===== config.mk =====
export PLATFORM = sky130hd
export DESIGN_NAME = mips_top
export DESIGN_NICKNAME = d
export VERILOG_FILES = /design/src/verilog/mips_pkg.sv /design/src/verilog/decode_stage.sv /design/src/verilog/execute_stage.sv /design/src/verilog/fetch_stage.sv /design/src/verilog/memory_stage.sv /design/src/verilog/mips_top.sv /design/src/verilog/regfile.sv
export VERILOG_INCLUDE_DIRS = /design/src /design/src/verilog
export SDC_FILE = /design/constraint.sdc
export NUM_CORES = 2
export LEC_CHECK = 0
export BUFFER_PORTS_ARGS = -buffer_cell sky130_fd_sc_hd__buf_4
export CAP_MARGIN = 40
export CELL_PAD_IN_SITES_DETAIL_PLACEMENT = 2
export CELL_PAD_IN_SITES_GLOBAL_PLACEMENT = 2
export CORE_MARGIN = 5
export CORE_UTILIZATION = 36
export DETAILED_ROUTE_END_ITERATION = 7
export PLACE_DENSITY_LB_ADDON = 0.1
export SYNTH_ARGS = -nofsm -noshare
export SYNTH_HDL_FRONTEND = slang
export SYNTH_HIERARCHICAL = 1
export SYNTH_SLANG_ARGS = --single-unit
export TNS_END_PERCENT = 30

===== constraint.sdc =====
create_clock -name clock_i -period 6.55 [get_ports clock_i]
set_clock_uncertainty 0.2 [all_clocks]
set_input_delay 0.3275 -clock clock_i [delete_from_list [all_inputs] [get_ports clock_i]]
set_output_delay 0.3275 -clock clock_i [all_outputs]
set_load 0.05 [all_outputs]

===== src/verilog/mips_consts.svh =====
`ifndef MIPS_CONSTS_SVH
`define MIPS_CONSTS_SVH

// first fetch after reset
`define MIPS_RESET_PC     32'hbfc00000

// primary opcodes
`define MIPS_OP_SPECIAL   6'b000000
`define MIPS_OP_BEQ       6'b000100
`define MIPS_OP_BNE       6'b000101
`define MIPS_OP_ADDIU     6'b001001
`define MIPS_OP_ORI       6'b001101
`define MIPS_OP_LUI       6'b001111
`define MIPS_OP_LW        6'b100011
`define MIPS_OP_SW        6'b101011

// funct field of SPECIAL
`define MIPS_FUNCT_SLL    6'b000000
`define MIPS_FUNCT_ADDU   6'b100001
`define MIPS_FUNCT_SUBU   6'b100011
`define MIPS_FUNCT_AND    6'b100100
`define MIPS_FUNCT_OR     6'b100101
`define MIPS_FUNCT_XOR    6'b100110
`define MIPS_FUNCT_SLT    6'b101010

// alu operations
`define MIPS_ALU_ADD      4'd0
`define MIPS_ALU_SUB      4'd1
`define MIPS_ALU_AND      4'd2
`define MIPS_ALU_OR       4'd3
`define MIPS_ALU_XOR      4'd4
`define MIPS_ALU_SLT      4'd5
`define MIPS_ALU_SLL      4'd6
`define MIPS_ALU_LUI      4'd7

`endif


===== src/verilog/mips_pkg.sv =====
package mips_pkg;

    // register format
    typedef struct packed {
        logic [5:0] op;
        logic [4:0] rs;
        logic [4:0] rt;
        logic [4:0] rd;
        logic [4:0] shamt;
        logic [5:0] funct;
    } inst_r_t;

    // immediate format
    typedef struct packed {
        logic [5:0]  op;
        logic [4:0]  rs;
        logic [4:0]  rt;
        logic [15:0] imm16;
    } inst_i_t;

    // one fetched word, read through either format
    typedef union packed {
        inst_r_t r;
        inst_i_t i;
    } mips_inst_u;

    typedef logic [3:0] alu_op_t;

endpackage


===== src/verilog/decode_stage.sv =====
`include "mips_consts.svh"

module decode_stage
    import mips_pkg::*;
(
    input  logic        clock_i,
    input  logic        reset_i,
    input  logic        freeze_i,
    input  logic [31:0] id_pc_i,
    input  mips_inst_u  id_inst_i,
    input  logic        id_valid_i,
    input  logic [31:0] rs_data_i,
    input  logic [31:0] rt_data_i,
    input  logic        ex_wen_i,
    input  logic [4:0]  ex_waddr_i,
    input  logic [31:0] ex_wdata_i,
    input  logic        ex_mem_to_reg_i,
    input  logic        mem_wen_i,
    input  logic [4:0]  mem_waddr_i,
    input  logic [31:0] mem_wdata_i,
    output logic        load_use_stall_o,
    output logic        branch_taken_o,
    output logic [31:0] branch_target_o,
    output logic [31:0] ex_pc_o,
    output alu_op_t     ex_alu_op_o,
    output logic [31:0] ex_src_a_o,
    output logic [31:0] ex_src_b_o,
    output logic [31:0] ex_store_data_o,
    output logic        ex_wen_o,
    output logic [4:0]  ex_waddr_o,
    output logic        ex_mem_read_o,
    output logic        ex_mem_write_o
);

    logic [4:0]  rs, rt;
    logic [15:0] imm;
    alu_op_t     alu_op;
    logic        wen, use_rs, use_rt, use_imm, imm_zext, is_shift;
    logic        mem_read, mem_write, is_beq, is_bne;
    logic [4:0]  waddr;
    logic [31:0] rs_val, rt_val, imm_ext, src_a, src_b;

    assign rs  = id_inst_i.r.rs;
    assign rt  = id_inst_i.r.rt;
    assign imm = id_inst_i.i.imm16;

    always_comb begin
        alu_op    = `MIPS_ALU_ADD;
        wen       = 1'b0;
        waddr     = rt;
        use_rs    = 1'b0;
        use_rt    = 1'b0;
        use_imm   = 1'b0;
        imm_zext  = 1'b0;
        is_shift  = 1'b0;
        mem_read  = 1'b0;
        mem_write = 1'b0;
        is_beq    = 1'b0;
        is_bne    = 1'b0;
        case (id_inst_i.i.op)
            `MIPS_OP_SPECIAL: begin
                waddr  = id_inst_i.r.rd;
                wen    = 1'b1;
                use_rs = 1'b1;
                use_rt = 1'b1;
                case (id_inst_i.r.funct)
                    `MIPS_FUNCT_ADDU: alu_op = `MIPS_ALU_ADD;
                    `MIPS_FUNCT_SUBU: alu_op = `MIPS_ALU_SUB;
                    `MIPS_FUNCT_AND:  alu_op = `MIPS_ALU_AND;
                    `MIPS_FUNCT_OR:   alu_op = `MIPS_ALU_OR;
                    `MIPS_FUNCT_XOR:  alu_op = `MIPS_ALU_XOR;
                    `MIPS_FUNCT_SLT:  alu_op = `MIPS_ALU_SLT;
                    `MIPS_FUNCT_SLL: begin
                        alu_op   = `MIPS_ALU_SLL;
                        use_rs   = 1'b0;
                        is_shift = 1'b1;
                    end
                    default: wen = 1'b0;
                endcase
            end
            `MIPS_OP_ADDIU: begin
                wen     = 1'b1;
                use_rs  = 1'b1;
                use_imm = 1'b1;
            end
            `MIPS_OP_ORI: begin
                alu_op   = `MIPS_ALU_OR;
                wen      = 1'b1;
                use_rs   = 1'b1;
                use_imm  = 1'b1;
                imm_zext = 1'b1;
            end
            `MIPS_OP_LUI: begin
                alu_op   = `MIPS_ALU_LUI;
                wen      = 1'b1;
                use_imm  = 1'b1;
                imm_zext = 1'b1;
            end
            `MIPS_OP_LW: begin
                wen      = 1'b1;
                use_rs   = 1'b1;
                use_imm  = 1'b1;
                mem_read = 1'b1;
            end
            `MIPS_OP_SW: begin
                use_rs    = 1'b1;
                use_rt    = 1'b1;
                use_imm   = 1'b1;
                mem_write = 1'b1;
            end
            `MIPS_OP_BEQ: begin
                use_rs = 1'b1;
                use_rt = 1'b1;
                is_beq = 1'b1;
            end
            `MIPS_OP_BNE: begin
                use_rs = 1'b1;
                use_rt = 1'b1;
                is_bne = 1'b1;
            end
            default: ;
        endcase
    end

    // execute result is newer than memory, so it wins
    assign rs_val = (ex_wen_i && rs != 5'd0 && ex_waddr_i == rs) ? ex_wdata_i :
                    (mem_wen_i && rs != 5'd0 && mem_waddr_i == rs) ? mem_wdata_i : rs_data_i;
    assign rt_val = (ex_wen_i && rt != 5'd0 && ex_waddr_i == rt) ? ex_wdata_i :
                    (mem_wen_i && rt != 5'd0 && mem_waddr_i == rt) ? mem_wdata_i : rt_data_i;

    assign load_use_stall_o = id_valid_i && ex_wen_i && ex_mem_to_reg_i && ex_waddr_i != 5'd0
                              && ((use_rs && ex_waddr_i == rs) || (use_rt && ex_waddr_i == rt));

    assign branch_taken_o  = id_valid_i && ((is_beq && rs_val == rt_val)
                                            || (is_bne && rs_val != rt_val));
    assign branch_target_o = id_pc_i + 32'd4 + {{14{imm[15]}}, imm, 2'b00};

    assign imm_ext = imm_zext ? {16'd0, imm} : {{16{imm[15]}}, imm};
    assign src_a   = is_shift ? rt_val : rs_val;
    assign src_b   = is_shift ? {27'd0, id_inst_i.r.shamt} : (use_imm ? imm_ext : rt_val);

    always_ff @(posedge clock_i) begin
        if (reset_i) begin
            ex_wen_o       <= 1'b0;
            ex_mem_read_o  <= 1'b0;
            ex_mem_write_o <= 1'b0;
        end else if (!freeze_i) begin
            // bubble on a stall or an empty slot
            ex_wen_o       <= wen & id_valid_i & ~load_use_stall_o;
            ex_mem_read_o  <= mem_read & id_valid_i & ~load_use_stall_o;
            ex_mem_write_o <= mem_write & id_valid_i & ~load_use_stall_o;
        end
    end

    always_ff @(posedge clock_i) begin
        if (!freeze_i) begin
            ex_pc_o         <= id_pc_i;
            ex_alu_op_o     <= alu_op;
            ex_src_a_o      <= src_a;
            ex_src_b_o      <= src_b;
            ex_store_data_o <= rt_val;
            ex_waddr_o      <= waddr;
        end
    end

endmodule


===== src/verilog/execute_stage.sv =====
`include "mips_consts.svh"

module execute_stage
    import mips_pkg::*;
(
    input  logic        clock_i,
    input  logic        reset_i,
    input  logic        freeze_i,
    input  logic [31:0] ex_pc_i,
    input  alu_op_t     ex_alu_op_i,
    input  logic [31:0] ex_src_a_i,
    input  logic [31:0] ex_src_b_i,
    input  logic [31:0] ex_store_data_i,
    input  logic        ex_wen_i,
    input  logic [4:0]  ex_waddr_i,
    input  logic        ex_mem_read_i,
    input  logic        ex_mem_write_i,
    output logic        fwd_wen_o,
    output logic [4:0]  fwd_waddr_o,
    output logic [31:0] fwd_wdata_o,
    output logic        fwd_mem_to_reg_o,
    output logic [31:0] mem_pc_o,
    output logic [31:0] mem_result_o,
    output logic [31:0] mem_store_data_o,
    output logic        mem_wen_o,
    output logic [4:0]  mem_waddr_o,
    output logic        mem_read_o,
    output logic        mem_write_o
);

    logic [31:0] result;

    // loads and stores use the add path for the address
    always_comb begin
        case (ex_alu_op_i)
            `MIPS_ALU_SUB: result = ex_src_a_i - ex_src_b_i;
            `MIPS_ALU_AND: result = ex_src_a_i & ex_src_b_i;
            `MIPS_ALU_OR:  result = ex_src_a_i | ex_src_b_i;
            `MIPS_ALU_XOR: result = ex_src_a_i ^ ex_src_b_i;
            `MIPS_ALU_SLT: result = {31'd0, $signed(ex_src_a_i) < $signed(ex_src_b_i)};
            `MIPS_ALU_SLL: result = ex_src_a_i << ex_src_b_i[4:0];
            `MIPS_ALU_LUI: result = {ex_src_b_i[15:0], 16'd0};
            default:       result = ex_src_a_i + ex_src_b_i;
        endcase
    end

    assign fwd_wen_o        = ex_wen_i;
    assign fwd_waddr_o      = ex_waddr_i;
    assign fwd_wdata_o      = result;
    assign fwd_mem_to_reg_o = ex_mem_read_i;

    always_ff @(posedge clock_i) begin
        if (reset_i) begin
            mem_wen_o   <= 1'b0;
            mem_read_o  <= 1'b0;
            mem_write_o <= 1'b0;
        end else if (!freeze_i) begin
            mem_wen_o   <= ex_wen_i;
            mem_read_o  <= ex_mem_read_i;
            mem_write_o <= ex_mem_write_i;
        end
    end

    always_ff @(posedge clock_i) begin
        if (!freeze_i) begin
            mem_pc_o         <= ex_pc_i;
            mem_result_o     <= result;
            mem_store_data_o <= ex_store_data_i;
            mem_waddr_o      <= ex_waddr_i;
        end
    end

endmodule


===== src/verilog/fetch_stage.sv =====
`include "mips_consts.svh"

module fetch_stage
    import mips_pkg::*;
(
    input  logic        clock_i,
    input  logic        reset_i,
    input  logic        freeze_i,
    input  logic        load_use_stall_i,
    input  logic        branch_taken_i,
    input  logic [31:0] branch_target_i,
    input  logic [31:0] inst_rdata_i,
    output logic [31:0] inst_addr_o,
    output logic        inst_ren_o,
    output logic [31:0] id_pc_o,
    output mips_inst_u  id_inst_o,
    output logic        id_valid_o
);

    logic        hold;
    logic        running;
    logic [31:0] pc;
    logic        hold_valid;
    mips_inst_u  hold_inst;

    assign hold        = freeze_i | load_use_stall_i;
    assign inst_addr_o = pc;
    assign inst_ren_o  = running & ~hold;

    // the sram word is only live one cycle, keep it while decode waits
    assign id_inst_o = hold_valid ? hold_inst : mips_inst_u'(inst_rdata_i);

    always_ff @(posedge clock_i) begin
        if (reset_i) begin
            pc         <= `MIPS_RESET_PC;
            running    <= 1'b0;
            id_valid_o <= 1'b0;
            hold_valid <= 1'b0;
        end else begin
            running <= 1'b1;
            if (!hold) begin
                id_valid_o <= running;
                hold_valid <= 1'b0;
                // word in flight is the delay slot, so redirect only the next one
                if (running) begin
                    pc <= branch_taken_i ? branch_target_i : pc + 32'd4;
                end
            end else begin
                hold_valid <= 1'b1;
            end
        end
    end

    always_ff @(posedge clock_i) begin
        if (!hold) begin
            id_pc_o <= pc;
        end
        if (hold && !hold_valid) begin
            hold_inst <= mips_inst_u'(inst_rdata_i);
        end
    end

endmodule


===== src/verilog/memory_stage.sv =====
module memory_stage (
    input  logic        clock_i,
    input  logic        reset_i,
    input  logic        freeze_i,
    input  logic [31:0] mem_pc_i,
    input  logic [31:0] mem_result_i,
    input  logic [31:0] mem_store_data_i,
    input  logic        mem_wen_i,
    input  logic [4:0]  mem_waddr_i,
    input  logic        mem_read_i,
    input  logic        mem_write_i,
    input  logic [31:0] data_rdata_i,
    output logic        data_ren_o,
    output logic [3:0]  data_wen_o,
    output logic [31:0] data_addr_o,
    output logic [31:0] data_wdata_o,
    output logic        fwd_wen_o,
    output logic [4:0]  fwd_waddr_o,
    output logic [31:0] fwd_wdata_o,
    output logic [31:0] wb_pc_o,
    output logic        wb_wen_o,
    output logic [4:0]  wb_waddr_o,
    output logic [31:0] wb_wdata_o
);

    logic [31:0] wdata;

    assign data_ren_o   = mem_read_i;
    // store goes out once, on the first unfrozen cycle
    assign data_wen_o   = (mem_write_i && !freeze_i) ? 4'b1111 : 4'b0000;
    assign data_addr_o  = mem_result_i;
    assign data_wdata_o = mem_store_data_i;

    // sram read is combinational, load data is ready here
    assign wdata = mem_read_i ? data_rdata_i : mem_result_i;

    assign fwd_wen_o   = mem_wen_i;
    assign fwd_waddr_o = mem_waddr_i;
    assign fwd_wdata_o = wdata;

    always_ff @(posedge clock_i) begin
        if (reset_i) begin
            wb_wen_o <= 1'b0;
        end else if (!freeze_i) begin
            wb_wen_o <= mem_wen_i && mem_waddr_i != 5'd0;
        end
    end

    always_ff @(posedge clock_i) begin
        if (!freeze_i) begin
            wb_pc_o    <= mem_pc_i;
            wb_waddr_o <= mem_waddr_i;
            wb_wdata_o <= wdata;
        end
    end

endmodule


===== src/verilog/mips_top.sv =====
module mips_top
    import mips_pkg::*;
(
    input  logic        clock_i,
    input  logic        reset_i,

    output logic [31:0] inst_sram_addr_o,
    output logic        inst_sram_ren_o,
    input  logic [31:0] inst_sram_rdata_i,

    output logic        data_sram_ren_o,
    output logic [3:0]  data_sram_wen_o,
    output logic [31:0] data_sram_addr_o,
    output logic [31:0] data_sram_wdata_o,
    input  logic [31:0] data_sram_rdata_i,

    input  logic        data_stall_i,

    output logic [31:0] debug_wb_pc_o,
    output logic [3:0]  debug_wb_wen_o,
    output logic [4:0]  debug_wb_num_o,
    output logic [31:0] debug_wb_data_o
);

    logic        load_use_stall, branch_taken;
    logic [31:0] branch_target;

    logic [31:0] id_pc;
    mips_inst_u  id_inst;
    logic        id_valid;
    logic [31:0] rs_data, rt_data;

    logic [31:0] ex_pc, ex_src_a, ex_src_b, ex_store_data;
    alu_op_t     ex_alu_op;
    logic        ex_wen, ex_mem_read, ex_mem_write;
    logic [4:0]  ex_waddr;

    logic        ex_fwd_wen, ex_fwd_mem_to_reg;
    logic [4:0]  ex_fwd_waddr;
    logic [31:0] ex_fwd_wdata;

    logic [31:0] mem_pc, mem_result, mem_store_data;
    logic        mem_wen, mem_read, mem_write;
    logic [4:0]  mem_waddr;

    logic        mem_fwd_wen;
    logic [4:0]  mem_fwd_waddr;
    logic [31:0] mem_fwd_wdata;

    logic        wb_wen, wb_commit;
    logic [4:0]  wb_waddr;
    logic [31:0] wb_wdata;

    // writeback register holds under freeze, so retire only once
    assign wb_commit       = wb_wen & ~data_stall_i;
    assign debug_wb_wen_o  = {4{wb_commit}};
    assign debug_wb_num_o  = wb_waddr;
    assign debug_wb_data_o = wb_wdata;

    fetch_stage u_fetch (
        .clock_i         (clock_i),
        .reset_i         (reset_i),
        .freeze_i        (data_stall_i),
        .load_use_stall_i(load_use_stall),
        .branch_taken_i  (branch_taken),
        .branch_target_i (branch_target),
        .inst_rdata_i    (inst_sram_rdata_i),
        .inst_addr_o     (inst_sram_addr_o),
        .inst_ren_o      (inst_sram_ren_o),
        .id_pc_o         (id_pc),
        .id_inst_o       (id_inst),
        .id_valid_o      (id_valid)
    );

    regfile u_regfile (
        .clock_i  (clock_i),
        .reset_i  (reset_i),
        .we_i     (wb_commit),
        .waddr_i  (wb_waddr),
        .wdata_i  (wb_wdata),
        .raddr_a_i(id_inst.r.rs),
        .raddr_b_i(id_inst.r.rt),
        .rdata_a_o(rs_data),
        .rdata_b_o(rt_data)
    );

    decode_stage u_decode (
        .clock_i         (clock_i),
        .reset_i         (reset_i),
        .freeze_i        (data_stall_i),
        .id_pc_i         (id_pc),
        .id_inst_i       (id_inst),
        .id_valid_i      (id_valid),
        .rs_data_i       (rs_data),
        .rt_data_i       (rt_data),
        .ex_wen_i        (ex_fwd_wen),
        .ex_waddr_i      (ex_fwd_waddr),
        .ex_wdata_i      (ex_fwd_wdata),
        .ex_mem_to_reg_i (ex_fwd_mem_to_reg),
        .mem_wen_i       (mem_fwd_wen),
        .mem_waddr_i     (mem_fwd_waddr),
        .mem_wdata_i     (mem_fwd_wdata),
        .load_use_stall_o(load_use_stall),
        .branch_taken_o  (branch_taken),
        .branch_target_o (branch_target),
        .ex_pc_o         (ex_pc),
        .ex_alu_op_o     (ex_alu_op),
        .ex_src_a_o      (ex_src_a),
        .ex_src_b_o      (ex_src_b),
        .ex_store_data_o (ex_store_data),
        .ex_wen_o        (ex_wen),
        .ex_waddr_o      (ex_waddr),
        .ex_mem_read_o   (ex_mem_read),
        .ex_mem_write_o  (ex_mem_write)
    );

    execute_stage u_execute (
        .clock_i         (clock_i),
        .reset_i         (reset_i),
        .freeze_i        (data_stall_i),
        .ex_pc_i         (ex_pc),
        .ex_alu_op_i     (ex_alu_op),
        .ex_src_a_i      (ex_src_a),
        .ex_src_b_i      (ex_src_b),
        .ex_store_data_i (ex_store_data),
        .ex_wen_i        (ex_wen),
        .ex_waddr_i      (ex_waddr),
        .ex_mem_read_i   (ex_mem_read),
        .ex_mem_write_i  (ex_mem_write),
        .fwd_wen_o       (ex_fwd_wen),
        .fwd_waddr_o     (ex_fwd_waddr),
        .fwd_wdata_o     (ex_fwd_wdata),
        .fwd_mem_to_reg_o(ex_fwd_mem_to_reg),
        .mem_pc_o        (mem_pc),
        .mem_result_o    (mem_result),
        .mem_store_data_o(mem_store_data),
        .mem_wen_o       (mem_wen),
        .mem_waddr_o     (mem_waddr),
        .mem_read_o      (mem_read),
        .mem_write_o     (mem_write)
    );

    memory_stage u_memory (
        .clock_i         (clock_i),
        .reset_i         (reset_i),
        .freeze_i        (data_stall_i),
        .mem_pc_i        (mem_pc),
        .mem_result_i    (mem_result),
        .mem_store_data_i(mem_store_data),
        .mem_wen_i       (mem_wen),
        .mem_waddr_i     (mem_waddr),
        .mem_read_i      (mem_read),
        .mem_write_i     (mem_write),
        .data_rdata_i    (data_sram_rdata_i),
        .data_ren_o      (data_sram_ren_o),
        .data_wen_o      (data_sram_wen_o),
        .data_addr_o     (data_sram_addr_o),
        .data_wdata_o    (data_sram_wdata_o),
        .fwd_wen_o       (mem_fwd_wen),
        .fwd_waddr_o     (mem_fwd_waddr),
        .fwd_wdata_o     (mem_fwd_wdata),
        .wb_pc_o         (debug_wb_pc_o),
        .wb_wen_o        (wb_wen),
        .wb_waddr_o      (wb_waddr),
        .wb_wdata_o      (wb_wdata)
    );

endmodule


===== src/verilog/regfile.sv =====
module regfile (
    input  logic        clock_i,
    input  logic        reset_i,
    input  logic        we_i,
    input  logic [4:0]  waddr_i,
    input  logic [31:0] wdata_i,
    input  logic [4:0]  raddr_a_i,
    input  logic [4:0]  raddr_b_i,
    output logic [31:0] rdata_a_o,
    output logic [31:0] rdata_b_o
);

    logic [31:0] regs [32];

    always_ff @(posedge clock_i) begin
        if (reset_i) begin
            regs <= '{default: 32'd0};
        end else if (we_i && waddr_i != 5'd0) begin
            regs[waddr_i] <= wdata_i;
        end
    end

    // r0 reads zero, a same-cycle write is passed straight through
    assign rdata_a_o = (raddr_a_i == 5'd0) ? 32'd0 :
                       (we_i && waddr_i == raddr_a_i) ? wdata_i : regs[raddr_a_i];
    assign rdata_b_o = (raddr_b_i == 5'd0) ? 32'd0 :
                       (we_i && waddr_i == raddr_b_i) ? wdata_i : regs[raddr_b_i];

endmodule

==> summary.txt <==
Status
  • Result of the run: complete, but fails checks
  • Violations in the final reports: setup timing

Worst setup path
  • Worst Path Arrival: 7.24 ns
  • Crit Path Class: reg -> reg
  • Required time worst endpoint: 7.02 ns
  • Top fanout value on the critical path: 6
  • Critical Path Sink Type: flip-flop
  • Cell type of the slowest stage on the worst timing path: sky130_fd_sc_hd__or4_4
  • CP max stage delay: 0.61 ns
  • Nature of the critical path startpoint: flip-flop
  • Cell occurring most often along the worst timing path: sky130_fd_sc_hd__or4_4

Clocking
  • Buffer type at the clock tree root: sky130_fd_sc_hd__clkbuf_16
  • Clk sink count: 1436
  • Deepest level of the CTS H-tree: 4
  • TritonCTS Buffers: 176
  • Worst-skew pair later-pin latency: 0.86 ns
  • Number of buffers on the longest clock path: 3
  • Clock Pin Slew Worst Setup and Hold Paths: 0.08 ns
  • Clock tree from TritonCTS: yes

Timing
  • Worst Slack Setup Final: -0.222 ns
  • Maximum achievable frequency: 148 MHz
  • Final setup violation count: 28
  • Time the worst path needs with I/O delays and setup: 6.77 ns
  • Number of pins exceeding their max-slew limit in the final report: 0
  • Portion of the clock cycle consumed by the worst path in the final layout: 103%
  • Unrepaired setup endpoints after global routing: yes
  • Worst slew margin relative to its limit: 15.8%
  • Final-layout setup total negative slack: -3.44 ns
  • Worst-Margin Slew: 1.26 ns
  • Endpoints failing hold: 0

Routing
  • Detail Route met2 WL: 193000 um
  • Drt via density: 6.37
  • Via count: 78600
  • Count of unresolved DRC violations after routing: 0
  • Final wirelength: 436000 um
  • Wire length per cell after detailed routing: 35.3 um
  • Metal1 wirelength: 186000 um
  • Drt first pass iters: 5
  • Length of routed met3 wiring: 32800 um
  • Antenna Nets Post-Route: 0
  • Uppermost layer routed: met5
  • Initial detailed-routing violation count: 8332

Synth
  • Cell area after technology mapping: 80000 um2
  • Synthesis warning total: 6
  • Syn_nets: 9251
  • Largest cells by area after synthesis: sky130_fd_sc_hd__dfxtp_1 (27%), sky130_fd_sc_hd__edfxtp_1 (14%), sky130_fd_sc_hd__nand2_1 (11%), sky130_fd_sc_hd__mux4_2 (9.4%), sky130_fd_sc_hd__a21oi_1 (7.6%)
  • Number of storage elements in the synthesis netlist: 1436
  • Share of the synthesized area in the top cell type: 26.7%
  • Share of synthesized flip-flops with an asynchronous set or reset: 0%
  • Count of different cell masters after synthesis: 103
  • Portion of the post-synthesis area used by sequential elements: 40.6%
  • Top flip-flop cell by instance count after synthesis: sky130_fd_sc_hd__dfxtp_1
  • Most used standard cells in the synthesized netlist: sky130_fd_sc_hd__nand2_1 (2415), sky130_fd_sc_hd__a21oi_1 (1210), sky130_fd_sc_hd__dfxtp_1 (1066)
  • Area leader, netlist: sky130_fd_sc_hd__dfxtp_1
  • Number of instances in the synthesized netlist: 9026
  • Post-synthesis area per instance: 8.87 um2
  • Dominant cell by count in the synthesized netlist: sky130_fd_sc_hd__nand2_1
  • Number of enable-type register cells in the synthesized netlist: 370

Power and ir drop
  • Leakage power summed over all cells: 34.1 nW
  • Share of total power consumed by net switching: 32.5%
  • Logic gate share of total power: 21.0%
  • Internal power component: 16.8 mW
  • Clock Power Share: 40.7%
  • Worst IR Drop VDD: 0.205 mV
  • PwrDens: 263 nW/um2
  • Sw power: 8.10 mW
  • Relative contribution of sequential cells to total power: 38.4%

Place
  • Post-place instance area: 87300 um2
  • HPWL reported at the end of detailed placement: 291000 um
  • Weighted congestion reported at the end of routability-driven placement: 0.937
  • Number of buffer cells added on primary ports: 241

GRT
  • Overflow left after global routing: 0
  • Wire length of the first global-routing pass: 612000 um
  • Maximum number of pins on one net before global-route repair: 216
  • Gr usage total: 36.2%
  • Number of global-route vias before repair: 82100
  • Antenna violations before repair: 33

Floorplan
  • Number of ports placed on the die boundary: 242
  • Effective utilization at floorplan: 36.1%
  • Cell row count: 173
  • Core ar.: 222000 um2
  • Die Area: 232000 um2
  • Chip Height: 481 um
  • Horiz. Die Dim: 481 um

Finish
  • Number of filler cells placed in the layout: 23900
  • Post-synthesis to final-layout area growth: 18.3%
  • Fraction of layout instances using a drive strength above 1: 18.9%
  • Fin nets: 9452
  • Final standard cell area without fillers: 94700 um2

Run
  • Max_cap viols: 0

Hold path
  • Worst min-delay path class: in -> reg
## stage by stage
| step | hold WS (ns) | utilization, % | setup slack (ns) | power (mW) | cells |
|---|---|---|---|---|---|
| 2_1_floorplan | 0.197 | - | 0.00586 | 12.3 | 9026 |
| 3_3_place_gp | 0.202 | 39.1 | -0.286 | 14.5 | 11900 |
| 3_5_place_dp | 0.206 | 39.4 | -0.544 | 14.6 | 11900 |
| 4_1_cts | 0.00476 | 42.5 | -0.0403 | 24.8 | 12300 |
| 5_1_grt | 0.0125 | 42.7 | -0.328 | 25.5 | 12300 |
| 6_report | 0.0404 | 42.7 | -0.222 | 24.9 | 12400 |
## metal layers
| layer | global-route usage (%) | vias up |
|---|---|---|
| met5 | 0 | - |
| met4 | 17.9 | 18 |
| met2 | 55.8 | 3604 |
| met1 | 49.3 | 41600 |
| li1 | - | 32400 |
| met3 | 6.01 | 999 |
## worst max-delay path: cells and delay by family (launching register included)
| family | cells | cell delay [ns] |
|---|---|---|
| AOI/OAI and AO/OA | 10 | 1.87 |
| adders and majority gates | 2 | 0.57 |
| xor gates and xnor gates | 1 | 0.24 |
| and+or+nand+nor | 9 | 2.75 |
| DFF | 1 | 0.41 |
| buffers and inverters | 4 | 0.56 |
## flip-flops by register name, summed over array words and instances, names as in the netlist, 3 cells and up
| signal | cells |
|---|---|
| u_decode/ex_pc_o | 32 |
| u_execute/mem_pc_o | 32 |
| u_decode/ex_alu_op_o | 3 |
| u_decode/ex_src_a_o | 32 |
| u_fetch/hold_inst | 32 |
| u_decode/ex_src_b_o | 32 |
| u_execute/mem_result_o | 32 |
| u_execute/mem_store_data_o | 32 |
| u_decode/ex_store_data_o | 32 |
| u_fetch/inst_addr_o | 32 |
| u_regfile/regs | 1024 |
| u_memory/wb_wdata_o | 32 |
| u_memory/wb_pc_o | 32 |
| u_decode/ex_waddr_o | 5 |
| u_execute/mem_waddr_o | 5 |
| u_fetch/id_pc_o | 32 |
| u_memory/wb_waddr_o | 5 |
## power groups by stage
| stage | logic (mW) | clock network (mW) | registers, mW |
|---|---|---|---|
| after global placement | 4.76 | 0 | 9.72 |
| after global routing | 5.33 | 10.6 | 9.56 |
| after CTS | 5.02 | 10.2 | 9.55 |
| after detailed placement | 4.86 | 0 | 9.74 |
| after floorplan | 2.56 | 0 | 9.73 |
| final | 5.22 | 10.1 | 9.55 |
## path summary, 6_finish.rpt
path	end	startpoint	cells past startpoint	slack (ns)
max reg2reg	u_fetch/inst_addr_o[24]$_SDFFE_PP1P_	u_decode/ex_src_a_o[0]$_DFFE_PN_	26	-0.22
min	u_fetch/hold_inst[26]$_DFFE_PP_	inst_sram_rdata_i[26]	2	0.04
min reg2reg	u_execute/mem_store_data_o[14]$_DFFE_PN_	u_decode/ex_store_data_o[14]$_DFFE_PN_	0	0.21
max	u_fetch/inst_addr_o[24]$_SDFFE_PP1P_	u_decode/ex_src_a_o[0]$_DFFE_PN_	26	-0.22
## placed cells by master, fill, tap and decap left out, types with 33 or more instances in the layout
cell,n
sky130_fd_sc_hd__edfxtp_1,370
sky130_fd_sc_hd__ha_1,150
sky130_fd_sc_hd__xnor2_1,51
sky130_fd_sc_hd__xor2_1,45
sky130_fd_sc_hd__or3_1,45
sky130_fd_sc_hd__nand3_1,73
sky130_fd_sc_hd__o211ai_1,36
sky130_fd_sc_hd__and3_1,33
sky130_fd_sc_hd__dlygate4sd3_1,76
sky130_fd_sc_hd__mux2i_1,494
sky130_fd_sc_hd__mux2_2,62
sky130_fd_sc_hd__o2111ai_1,42
sky130_fd_sc_hd__a22o_1,52
sky130_fd_sc_hd__o221ai_1,44
sky130_fd_sc_hd__a32o_1,36
sky130_fd_sc_hd__dfxtp_1,1064
sky130_fd_sc_hd__a31oi_1,94
sky130_fd_sc_hd__clkinv_2,36
sky130_fd_sc_hd__nor2_1,195
sky130_fd_sc_hd__nand2_1,2382
sky130_fd_sc_hd__o22ai_1,66
sky130_fd_sc_hd__a21oi_1,1201
sky130_fd_sc_hd__a22oi_1,33
sky130_fd_sc_hd__a211oi_1,56
sky130_fd_sc_hd__mux4_2,335
sky130_fd_sc_hd__clkbuf_16,180
sky130_fd_sc_hd__buf_12,66
sky130_fd_sc_hd__a221oi_1,42
sky130_fd_sc_hd__inv_1,151
sky130_fd_sc_hd__nor2b_1,53
sky130_fd_sc_hd__o21ai_0,230
sky130_fd_sc_hd__buf_4,774
sky130_fd_sc_hd__nor3_1,101
## cell type report
cell class / instances / area [um2] / area share (%)
multi-input combinational: 6494 / 43500 / 46.0
sequential: 1436 / 32500 / 34.3
timing repair buffer: 955 / 8540 / 9.02
clock buffer: 237 / 5000 / 5.28
tap: 2975 / 3720 / 3.93
clock inverter: 78 / 777 / 0.820
inverter: 164 / 634 / 0.670
antenna: 13 / 32.5 / 0.0344
## logic make-up (layout without fill, tap and decap cells)
kind of cell	Yosys count	count (layout)	share of synthesized area [%]
adders and majority gates	158	158	2.50
other	1	14	0.00469
buffers and inverters	1096	1434	6.44
DFF	1436	1436	40.6
muxes	902	902	16.6
AOI/OAI and AO/OA	2195	2195	16.6
xor gates and xnor gates	96	96	1.05
and+or+nand+nor	3142	3142	16.2
## timing repair
action / CTS / global route
hold buffers: 76 / 0
endpoints found under the hold margin: 147 / 0
gates cloned: 0 / 0
setup endpoints to repair: 32 / 33
pin swaps: 34 / 53
resized for setup: 57 / 60
buffers inserted: 24 / 13
No activity file was read; power rests on OpenSTA's default activity.
